<file path="config.mk">
export PLATFORM = sky130hd
export DESIGN_NAME = mem_controller
export DESIGN_NICKNAME = d
export VERILOG_FILES = /design/src/logic/mem_pkg.sv /design/src/logic/subword_unit.sv /design/src/logic/mem_controller.sv
export SDC_FILE = /design/constraint.sdc
export NUM_CORES = 1
export LEC_CHECK = 0
export BUFFER_PORTS_ARGS = -buffer_cell sky130_fd_sc_hd__buf_2
export CAP_MARGIN = 30
export CORE_UTILIZATION = 55
export CTS_CLUSTER_SIZE = 28
export DETAILED_ROUTE_END_ITERATION = 16
export PLACE_DENSITY_LB_ADDON = 0.25
export SLEW_MARGIN = 40
export SYNTH_ARGS = -nofsm -noshare
export SYNTH_HDL_FRONTEND = slang
export SYNTH_SLANG_ARGS = --single-unit
</file>
<file path="constraint.sdc">
create_clock -name clk -period 11.1 [get_ports clk]
set_input_delay 0.555 -clock clk [delete_from_list [all_inputs] [get_ports clk]]
set_output_delay 0.555 -clock clk [all_outputs]
set_load 0.01 [all_outputs]
</file>
<file path="src/logic/mem_pkg.sv">
package mem_pkg;

    // RV32 data path widths
    localparam int ADDRESS_WIDTH = 32;
    localparam int DATA_WIDTH = 32;

    // load width codes from the func3 field
    typedef enum logic [2:0] {
        LB  = 3'b000,
        LH  = 3'b001,
        LW  = 3'b010,
        LBU = 3'b100,
        LHU = 3'b101
    } func3_t;

    // store codes reuse the load encodings
    localparam func3_t SB = LB;
    localparam func3_t SH = LH;
    localparam func3_t SW = LW;

    // request sampled on acceptance
    typedef struct packed {
        func3_t                   func3;
        logic [ADDRESS_WIDTH-1:0] address;
        logic [DATA_WIDTH-1:0]    wdata;
    } mem_req_t;

    // command from the controller to the word memory
    typedef struct packed {
        logic                     read;
        logic                     write;
        logic [ADDRESS_WIDTH-1:0] address;
        logic [DATA_WIDTH-1:0]    wdata;
    } ram_cmd_t;

    typedef enum logic [2:0] {
        IDLE,
        LOAD_WAIT,
        LOAD_DONE,
        MERGE_WAIT,
        STORE_WRITE
    } ctrl_state_t;

endpackage : mem_pkg

</file>
<file path="src/logic/subword_unit.sv">
`timescale 1ns/1ps

module subword_unit (
    input  mem_pkg::func3_t                  func3,
    input  logic [mem_pkg::DATA_WIDTH-1:0]   word,
    input  logic [mem_pkg::DATA_WIDTH-1:0]   wdata,
    output logic [mem_pkg::DATA_WIDTH-1:0]   load_data,
    output logic [mem_pkg::DATA_WIDTH-1:0]   store_data
);

    import mem_pkg::*;

    localparam int BYTE_WIDTH = 8;
    localparam int HALF_WIDTH = DATA_WIDTH / 2;

    logic [BYTE_WIDTH-1:0] word_byte;
    logic [HALF_WIDTH-1:0] word_half;

    // sub-word fields always come from the low end of the word
    assign word_byte = word[BYTE_WIDTH-1:0];
    assign word_half = word[HALF_WIDTH-1:0];

    // load formatting
    always_comb begin
        case (func3)
            LB: begin
                load_data = {{(DATA_WIDTH-BYTE_WIDTH){word_byte[BYTE_WIDTH-1]}}, word_byte};
            end
            LH: begin
                load_data = {{(DATA_WIDTH-HALF_WIDTH){word_half[HALF_WIDTH-1]}}, word_half};
            end
            LBU: begin
                load_data = {{(DATA_WIDTH-BYTE_WIDTH){1'b0}}, word_byte};
            end
            LHU: begin
                load_data = {{(DATA_WIDTH-HALF_WIDTH){1'b0}}, word_half};
            end
            // LW and unknown codes return the whole word
            default: begin
                load_data = word;
            end
        endcase
    end

    // store merge keeps the upper bits of the old word
    always_comb begin
        case (func3)
            SB: begin
                store_data = {word[DATA_WIDTH-1:BYTE_WIDTH], wdata[BYTE_WIDTH-1:0]};
            end
            SH: begin
                store_data = {word[DATA_WIDTH-1:HALF_WIDTH], wdata[HALF_WIDTH-1:0]};
            end
            default: begin
                store_data = wdata;
            end
        endcase
    end

endmodule : subword_unit

</file>
<file path="src/logic/mem_controller.sv">
`timescale 1ns/1ps

module mem_controller #(
    parameter int READ_LATENCY = 2
) (
    input  logic                             clk,
    input  logic                             rstN,
    input  logic                             read_en,
    input  logic                             write_en,
    input  mem_pkg::mem_req_t                req,
    input  logic [mem_pkg::DATA_WIDTH-1:0]   rdata,
    output mem_pkg::ram_cmd_t                cmd,
    output logic [mem_pkg::DATA_WIDTH-1:0]   data_out,
    output logic                             ready
);

    import mem_pkg::*;

    // counter must reach READ_LATENCY itself
    localparam int CNT_WIDTH = $clog2(READ_LATENCY + 1);

    ctrl_state_t           state_q, state_d;
    logic [CNT_WIDTH-1:0]  cnt_q, cnt_d;
    ram_cmd_t              cmd_q, cmd_d;
    mem_req_t              req_q, req_d;
    logic [DATA_WIDTH-1:0] data_out_q, data_out_d;
    logic                  ready_q, ready_d;

    logic [DATA_WIDTH-1:0] load_data;
    logic [DATA_WIDTH-1:0] store_data;
    logic                  wait_done;
    logic                  subword_store;

    // formatting works on the held func3 and wdata
    subword_unit subword_unit_i (
        .func3      (req_q.func3),
        .word       (rdata),
        .wdata      (req_q.wdata),
        .load_data  (load_data),
        .store_data (store_data)
    );

    assign wait_done = (cnt_q == CNT_WIDTH'(READ_LATENCY));

    // byte and halfword stores need the old word first
    assign subword_store = (req.func3 == SB) || (req.func3 == SH);

    always_ff @(posedge clk) begin
        if (!rstN) begin
            state_q    <= IDLE;
            cnt_q      <= '0;
            cmd_q      <= '0;
            data_out_q <= '0;
            ready_q    <= 1'b1;
        end
        else begin
            state_q    <= state_d;
            cnt_q      <= cnt_d;
            cmd_q      <= cmd_d;
            data_out_q <= data_out_d;
            ready_q    <= ready_d;
        end
    end

    // request held for the whole operation
    always_ff @(posedge clk) begin
        req_q <= req_d;
    end

    always_comb begin
        state_d    = state_q;
        cnt_d      = cnt_q;
        cmd_d      = cmd_q;
        req_d      = req_q;
        data_out_d = data_out_q;
        ready_d    = ready_q;

        case (state_q)
            IDLE: begin
                if (read_en || write_en) begin
                    req_d         = req;
                    cnt_d         = '0;
                    ready_d       = 1'b0;
                    cmd_d.address = req.address;
                    // read has priority over write
                    if (read_en) begin
                        cmd_d.read = 1'b1;
                        state_d    = LOAD_WAIT;
                    end
                    else if (subword_store) begin
                        cmd_d.read = 1'b1;
                        state_d    = MERGE_WAIT;
                    end
                    else begin
                        cmd_d.write = 1'b1;
                        cmd_d.wdata = req.wdata;
                        state_d     = STORE_WRITE;
                    end
                end
            end

            LOAD_WAIT: begin
                cmd_d.read = 1'b0;
                if (wait_done) begin
                    state_d = LOAD_DONE;
                end
                else begin
                    cnt_d = cnt_q + 1'b1;
                end
            end

            LOAD_DONE: begin
                data_out_d = load_data;
                ready_d    = 1'b1;
                state_d    = IDLE;
            end

            MERGE_WAIT: begin
                cmd_d.read = 1'b0;
                if (wait_done) begin
                    state_d = STORE_WRITE;
                end
                else begin
                    cnt_d = cnt_q + 1'b1;
                end
            end

            // first pass issues the merged write, second pass retires it
            STORE_WRITE: begin
                if (cmd_q.write) begin
                    cmd_d.write = 1'b0;
                    ready_d     = 1'b1;
                    state_d     = IDLE;
                end
                else begin
                    cmd_d.write   = 1'b1;
                    cmd_d.address = req_q.address;
                    cmd_d.wdata   = store_data;
                end
            end

            default: begin
                state_d = IDLE;
            end
        endcase
    end

    assign cmd      = cmd_q;
    assign data_out = data_out_q;
    assign ready    = ready_q;

endmodule : mem_controller

</file>
# Yosys cells after proc, flatten, opt, wreduce, memory -nomap -nowiden
# Index checks and enable logic that the tools add are counted.
dict set report totals {
  regBits 171
  out_inout_bits 99
  inputBits 103
  word_cells 73
}
dict set report op_classes {
  eq_ne 18
  add_sub_neg 1
  muxes 26
  reduce_logical 17
}
# operator n
set op_table {}
lappend op_table {{$pmux W65 S2} 1}
lappend op_table {{$pmux W32 S4} 1}
lappend op_table {{$mux W66} 1}
lappend op_table {{$mux W32} 2}
lappend op_table {{$mux W64} 1}
lappend op_table {{$pmux W32 S2} 1}
lappend op_table {{$mux W3} 6}
lappend op_table {{$ne A2 B2 Y1 const B} 8}
lappend op_table {{$pmux W3 S4} 1}
lappend op_table {{$reduce_and A3 Y1} 4}
lappend op_table {{$eq A3 B1 Y1 const B} 3}
lappend op_table {{$eq A3 B3 Y1 const B} 3}
lappend op_table {{$logic_not A3 Y1} 3}
lappend op_table {{$reduce_and A4 Y1} 2}
lappend op_table {{$mux W1} 7}
lappend op_table {{$eq A3 B2 Y1 const B} 2}
lappend op_table {{$reduce_and A5 Y1} 1}
lappend op_table {{$mux W2} 2}
lappend op_table {{$pmux W2 S2} 1}
lappend op_table {{$reduce_bool A2 Y1} 2}
lappend op_table {{$ne A3 B3 Y1 const B} 1}
lappend op_table {{$pmux W1 S3} 1}
lappend op_table {{$reduce_bool A3 Y1} 1}
lappend op_table {{$add A2 B1 Y2 const B} 1}
lappend op_table {{5 further kinds} 6}

# Depth between registers and ports, before layout
# Gate-level depths: netlist of the first run.
dict set report depth {
  depth_word 6
  mapped_depth 7
  ltp_nobuf 6
}

# Modules after synthesis
# From an unflattened synthesis of the first run, not the netlist that was laid out.
dict set report hier_totals {
  cells_unflattened 647
  area_unflattened_um2 7445.9
}
# mod seq_area_each_um2 cells_each area_each_um2 instances
set by_module_without_submodules {}
lappend by_module_without_submodules {mem_controller 4093.9 554 6675.2 1}
lappend by_module_without_submodules {subword_unit 0.0 93 770.7 1}

# Least setup slack after synthesis of the first run
# OpenSTA, ideal clock, no wires.
dict set report synth_path {
  kind {reg-to-reg}
  start {register state_q[1]}
  end {register cnt_q[0]}
  n_path_buf 1
  synth_period_minus_slack_ps 5902
  path_slack_ps 5198
  t_required_ps 10983
  arrival_time_ps 5785
  path_stages_with_launch 6
  setup_time_ps 117
  cell_sequence {dfxtp_1 -> or2_0 -> buf_2 -> nor3_1 -> nor2_1 -> o21a_1}
}
dict set report synth_between {
  elab_chain_cells 4
  word_cells_on_any_way 9
  classes_between {eq/ne: 4; mux: 1; reduce/logical: 4}
}
# element line_no
set synth_lines {}
lappend synth_lines {{start, declared} mem_controller.sv:22} ;# ctrl_state_t state_q, state_d;
lappend synth_lines {{start signal, assigned} mem_controller.sv:57} ;# state_q <= state_d;
lappend synth_lines {{$eq A3 B2 Y1 / $eq A3 B1 Y1 (equally long branches)} mem_controller.sv:78} ;# case (state_q)
lappend synth_lines {{$reduce_or A2 Y1 (no source line)} -}
lappend synth_lines {{$ne A2 B2 Y1 (no source line) / $reduce_bool A2 Y1 (equally long branches)} -}
lappend synth_lines {{$reduce_and A3 Y1 (no source line)} -}
lappend synth_lines {{end signal, assigned} mem_controller.sv:58} ;# cnt_q <= cnt_d;
lappend synth_lines {{end, declared} mem_controller.sv:23} ;# logic [CNT_WIDTH-1:0] cnt_q, cnt_d;
# Parallel ways exist; a longest one is shown, timed or not.
# A chain may end at the register's enable or synchronous reset.

# Worst setup path after layout of the first run
dict set report layout_path {
  start {register state_q[0]}
  end {register cmd_q (netlist bit cmd[49])}
}
dict set report layout_between {
  elab_chain_cells 3
  word_cells_on_any_way 7
  classes_between {eq/ne: 3; mux: 1; reduce/logical: 3}
}
# element line_no
set layout_lines {}
lappend layout_lines {{$eq A3 B3 Y1 / $logic_not A3 Y1 (equally long branches)} mem_controller.sv:78}
lappend layout_lines {{$ne A2 B2 Y1 (no source line) / $reduce_bool A2 Y1 (equally long branches)} -}
lappend layout_lines {{$reduce_and A3 Y1 (no source line)} -}
lappend layout_lines {{end signal, assigned} mem_controller.sv:59} ;# cmd_q <= cmd_d;
lappend layout_lines {{end, declared} mem_controller.sv:24} ;# ram_cmd_t cmd_q, cmd_d;
# Parallel ways exist; a longest one is shown, timed or not.

==> results.toml, run 1 <==
[finish]
nets = 872
layout-drive-gt1-share_pct = 35.5
fin_area_sq_um = 8410
num_antenna_cells = 0
layout_common_cells = "201 x buf_2, 103 x dfxtp_1, 69 x a21oi_1"
fillers = 918
utilization_pct = 70.0
layout_commonest_cell = "buf_2"
area_growth_pct = 23.7

[timing]
setup_violations = 0
min_period_ps = 2240
hold-worst-slack_ps = 308
slew_violations = 0
tightest_slew_ps = 833
fin_setup_tns_ps = 0
hold_viol = 0
finClkSkew_ps = 5.14
fmax_mhz = 446
post-route-period-util_pct = 20.2
rsz0062_at_grt = "false"
slew-limit-headroom_pct = 44.5

[clock_network]
ctsHoldBuffers = 0
post_cts_resized = 0
clock_latency_ps = 420
clkSlewWorstSetupHoldPaths_ps = 60
cts_htree_levels = 4
cts_buffer_depth = 2
cts-root-buf = "clkbuf_16"
clock-sinks = 171
post-cts-setup-buffers = 0
cts_tree = "done"
cts_buffers = 17

[global_routing]
antenna_found_initial = 0
grtUsageTotal_pct = 24.9
grt_max_degree = 65
grt_overflow_total = 0
grt_pass1_vias = 5075
grt_pass1_wl_um = 24500

[yosys]
async_reset_ff_share_pct = 0
synth-edff-count = 67
netlist_instances = 587
yosysWarnings = 0
ys.flop_type = "dfxtp_1"
syn-cell-area_sq_um = 6800
syn_area_per_cell_sq_um = 11.6
ys_types = 43
synth_top_area_share_pct = 30.6
synthesis.nets = 691
yosysSeqAreaShare_pct = 60.2
ys_ff_latch = 171
synth.area.top_cells = "dfxtp_1 31%, edfxtp_1 30%, mux2i_1 9.4%, a211oi_2 5.1%, a21oi_1 5.1%"
yosysTopAreaCell = "dfxtp_1"

[setup_path]
rr_worst_depth = 5
timing.rr.start = "state_q[0]"
worstReg2RegEnd = "cmd[49]"
crit_chain = "or2_0 > a211oi_4 > buf_4 > nor2_1 > a211oi_2"
rrSetupSlack_ps = 8860
crit_type = "reg2reg"
slowest_delay_ps = 630
start_kind = "flip-flop"
crit_fanout = 64
end_kind = "flip-flop"
crit_required_ps = 11430
cp_slowest_cell = "buf_4"
worst-endpoint-arrival_ps = 2570

[placed_design]
gp_congestion = 0.790
placed_area_sq_um = 7840
io_buffers = 201
hpwlAfterDp_um = 10300

[floorplan]
initial_core_util_pct = 56.6
coreArea_sq_um = 12000
ioPinCount = 202
die_area_sq_um = 12800
fp.dieW_um = 113
die_h_um = 113
rows = 40

[status]
outcome = "completed"

[routing]
drtIter0Drc = 340
postRouteWirelength_um = 15500
drc_errors = 0
ant_nets = 0
vias = 5137
avgViaCountPerCell = 5.54
wl_per_cell_um = 16.7
drtPass1Iterations = 5

[power_and_ir_drop]
power_leakage_nw = 3.51
peakVddDrop_uv = 126
power_mw = 1.59
powerDensity_nw_per_um2 = 189

[worst_hold_path]
holdCritStartpoint = "req[64]"
whs_path_depth = 1
hp-class = "in2reg"
hold_end = "req_q[64]"

[run]
cap_violations = 0
## stage by stage
| stage | setup slack, ps | instances |
|---|---|---|
| floorplan | 5200 | 587 |
| global placement | 8490 | 896 |
| detailed placement | 8590 | 896 |
| CTS | 8540 | 928 |
| global route | 8660 | 928 |
| finish | 8860 | 928 |
## where the power goes
part           internal, mW  leakage (nW)  total [mW]  switching [mW]
combinational         0.102          1.73       0.256           0.154
clock                 0.338         0.274       0.561           0.223
sequential            0.733          1.51       0.770          0.0362
total                  1.17          3.51        1.59           0.413
## critical path: cells and delay by family (launching register included)
| family | cells | cell delay (ps) |
|---|---|---|
| buffers and inverters | 1 | 630 |
| AND/OR/NAND/NOR | 2 | 540 |
| AO/OA/AOI/OAI | 2 | 510 |
| flip-flops | 1 | 420 |
## registers in the layout, indices dropped and copies added (netlist names)
name and count:
cmd 66, cnt_q 2, data_out 32, ready 1, req_q 67, state_q 3
## layout make-up
type | count | area [sq um] | area share [%]
timing repair buffer | 208 | 1060 | 12.6
sequential | 171 | 4100 | 48.7
clock buffer | 32 | 564 | 6.71
multi-input combinational | 366 | 2490 | 29.7
inverter | 4 | 15.0 | 0.178
tap | 147 | 184 | 2.19
## cell usage after synthesis (2+ instances only)
master      n
mux2i_1    64
a21o_1      2
o21ai_0    27
inv_1       3
nor3_1      4
o21a_1      2
buf_1       3
and3_1      2
edfxtp_1   67
a22o_1     24
buf_2      13
buf_4       8
buf_6       3
a21oi_1    69
a21oi_2     2
a211oi_1   13
nand3_1     2
or3_1       2
dfxtp_1   104
clkbuf_1   19
nor2_1     63
nand2_1    43
a211oi_2   28
## cell families (layout without fill, tap and decap cells)
group,count (synthesis),after routing,synth area share [%]
fa+ha+maj,1,1,0.184
compound gates,175,175,18.7
mux,65,65,9.58
simple gates,125,125,7.58
buf+inv,50,244,3.77
flops,171,171,60.2
## worst max path at each step
stage / from / end / slack, ps / cells past startpoint
final: state_q[0] / cmd[49] / 8860 / 5
after global routing: state_q[0] / cmd[49] / 8660 / 5
after CTS: state_q[2] / cmd[49] / 8540 / 5
after detailed placement: state_q[2] / cmd[55] / 8590 / 4
after global placement: state_q[2] / cmd[30] / 8490 / 4
after floorplan: state_q[1] / cnt_q[0] / 5200 / 5
## per-layer routing
layer | vias to the layer above | track usage, % | share of wire (%)
met4 | 0 | 11.9 | 1.9
met3 | 21 | 6.70 | 7.0
met2 | 195 | 42.0 | 48
li1 | 2508 | - | -
met5 | - | 0 | 0
met1 | 2413 | 29.6 | 43
Note: power is estimated with default switching activity, not from simulation.
==> run 2: changes to the inputs <==
- CORE_UTILIZATION: 55 -> 46
- clock period: 11.1 -> 2 ns (I/O delays scaled with it)
==> run 2 against run 1 <==
Sequential share of layout area is 6.2 points lower; count of clock-buffer cells in the layout is 5 lower; setup slack worse by 8700 ps; clock power grew to 5.8 times the previous value; hold slack worse by 190 ps; final area is 14% higher; global-route usage is 1.5 points lower; register-to-register slack worse by 8700 ps; largest cell class unchanged; largest power group unchanged.
==> results.toml, run 2 (synthesis results as in run 1) <==
[status]
outcome = "completed"

[floorplan]
die_area_sq_um = 15300
fp.dieW_um = 124
die_h_um = 124
initial_core_util_pct = 47.0
rows = 44
coreArea_sq_um = 14500
ioPinCount = 202

[run]
cap_violations = 0

[setup_path]
cp.buffers_inverters = 1
crit_fanout = 24
rr_worst_depth = 4
path_delay_family = "compound AO/OA/AOI/OAI gates"
crit_chain = "inv_1 > a31o_2 > a21oi_4 > a22o_1"
cp_slowest_cell = "a21oi_4"
timing.rr.start = "state_q[2]"
crit_type = "reg2reg"
crit_required_ps = 2360
slowest_delay_ps = 620
cp-startpoint = "state_q[2]"
worstReg2RegEnd = "cmd[13]"
rrSetupSlack_ps = 110
worst-endpoint-arrival_ps = 2250
start_kind = "flip-flop"
end_kind = "flip-flop"

[timing]
hold_viol = 0
min_period_ps = 1890
hold-worst-slack_ps = 117
slew-limit-headroom_pct = 48.3
finClkSkew_ps = 8.78
rsz0062_at_grt = "false"
setup_violations = 0
tightest_slew_ps = 775
fin_setup_tns_ps = 0
post-route-period-util_pct = 94.4
slew_violations = 0
fmax_mhz = 530

[routing]
drtPass1Iterations = 4
drtIter0Drc = 261
wl_per_cell_um = 16.8
postRouteWirelength_um = 18100
drc_errors = 0
ant_nets = 0
avgViaCountPerCell = 5.22
vias = 5627

[global_routing]
grt_pass1_wl_um = 27400
grtUsageTotal_pct = 23.5
grt_pass1_vias = 5712
grt_max_degree = 65
antenna_found_initial = 0
grt_overflow_total = 0

[worst_hold_path]
holdCritStartpoint = "write_en"
hold_end = "state_q[2]"
hp-class = "in2reg"
whs_path_depth = 4

[power_and_ir_drop]
power_leakage_nw = 4.03
peakVddDrop_uv = 558
powerDensity_nw_per_um2 = 956

[finish]
largest_reg_flops = 67
num_antenna_cells = 0
layout_common_cells = "201 x buf_2, 103 x dfxtp_1, 100 x dlygate4sd3_1"
layout_commonest_cell = "buf_2"
layout-drive-gt1-share_pct = 32.6
fillers = 1059
area_growth_pct = 41.5
nets = 984
largest-register = "req_q"

[clock_network]
cts_htree_levels = 4
cts-root-buf = "clkbuf_16"
clkSlewWorstSetupHoldPaths_ps = 60
cts_tree = "done"
clock_latency_ps = 420
cts_buffers = 17
clock-sinks = 171
cts_buffer_depth = 2

[placed_design]
gp_congestion = 0.802
io_buffers = 201
hpwlAfterDp_um = 10900
## run 2: power breakdown
part / leakage, nW / switching [mW] / internal (mW)
logic: 2.23 / 0.957 / 0.763
clock network: 0.292 / 1.28 / 1.96
registers: 1.51 / 0.181 / 4.07
total: 4.03 / 2.42 / 6.79
## run 2: area by class of cell
| cell class | count | area [sq um] | share of cell area [%] |
|---|---|---|---|
| Clock buffer | 27 | 536 | 5.56 |
| Clock inverter | 5 | 53.8 | 0.559 |
| Inverter | 4 | 15.0 | 0.156 |
| Multi-Input combinational cell | 366 | 2480 | 25.7 |
| Sequential cell | 171 | 4100 | 42.5 |
| Tap cell | 184 | 230 | 2.39 |
| Timing Repair Buffer | 320 | 2220 | 23.1 |
## run 2: worst reg2reg max path: stages (launching register included)
cell     delay (ps)
dfxtp_1         510
inv_1           170
a31o_2          270
a21oi_4         620
a22o_1          270
## run 2: worst max-delay path by stage
stage,to,slack (ps),cells after the start
detailed placement,cmd[44],130,5
global placement,cmd[34],200,5
CTS,cmd[44],90,5
global route,cmd[20],6,4
finish,cmd[13],110,4
floorplan,cnt_q[0],-750,5
## run 2: layer usage
metal,GRT usage (%),part of all wire [%],wire length [um],up-vias
met2,42.0,50,9100,207
met4,7.91,1.1,190,0
met1,26.3,41,7480,2673
met5,0,0,0,-
met3,7.10,7.2,1310,15
li1,-,-,-,2732
## run 2: stage by stage
stage / total power, mW / area [sq um] / util (%) / instances / setup WS, ps
after floorplan: 5.28 / 6820 / - / 587 / -751
after global placement: 5.79 / 8020 / 55.4 / 944 / 200
after detailed placement: 5.86 / 8020 / 55.4 / 944 / 126
after CTS: 9.25 / 9610 / 66.4 / 1076 / 90.0
after global routing: 9.61 / 9630 / 66.5 / 1077 / 5.70
final: 9.21 / 9630 / 66.5 / 1077 / 112
## run 2: what timing repair did
action                                 CTS  global route
endpoints found under the hold margin  102             0
resized for setup                        0             2
buffers inserted                         0             0
setup endpoints to repair                0             5
hold buffers                           100             0
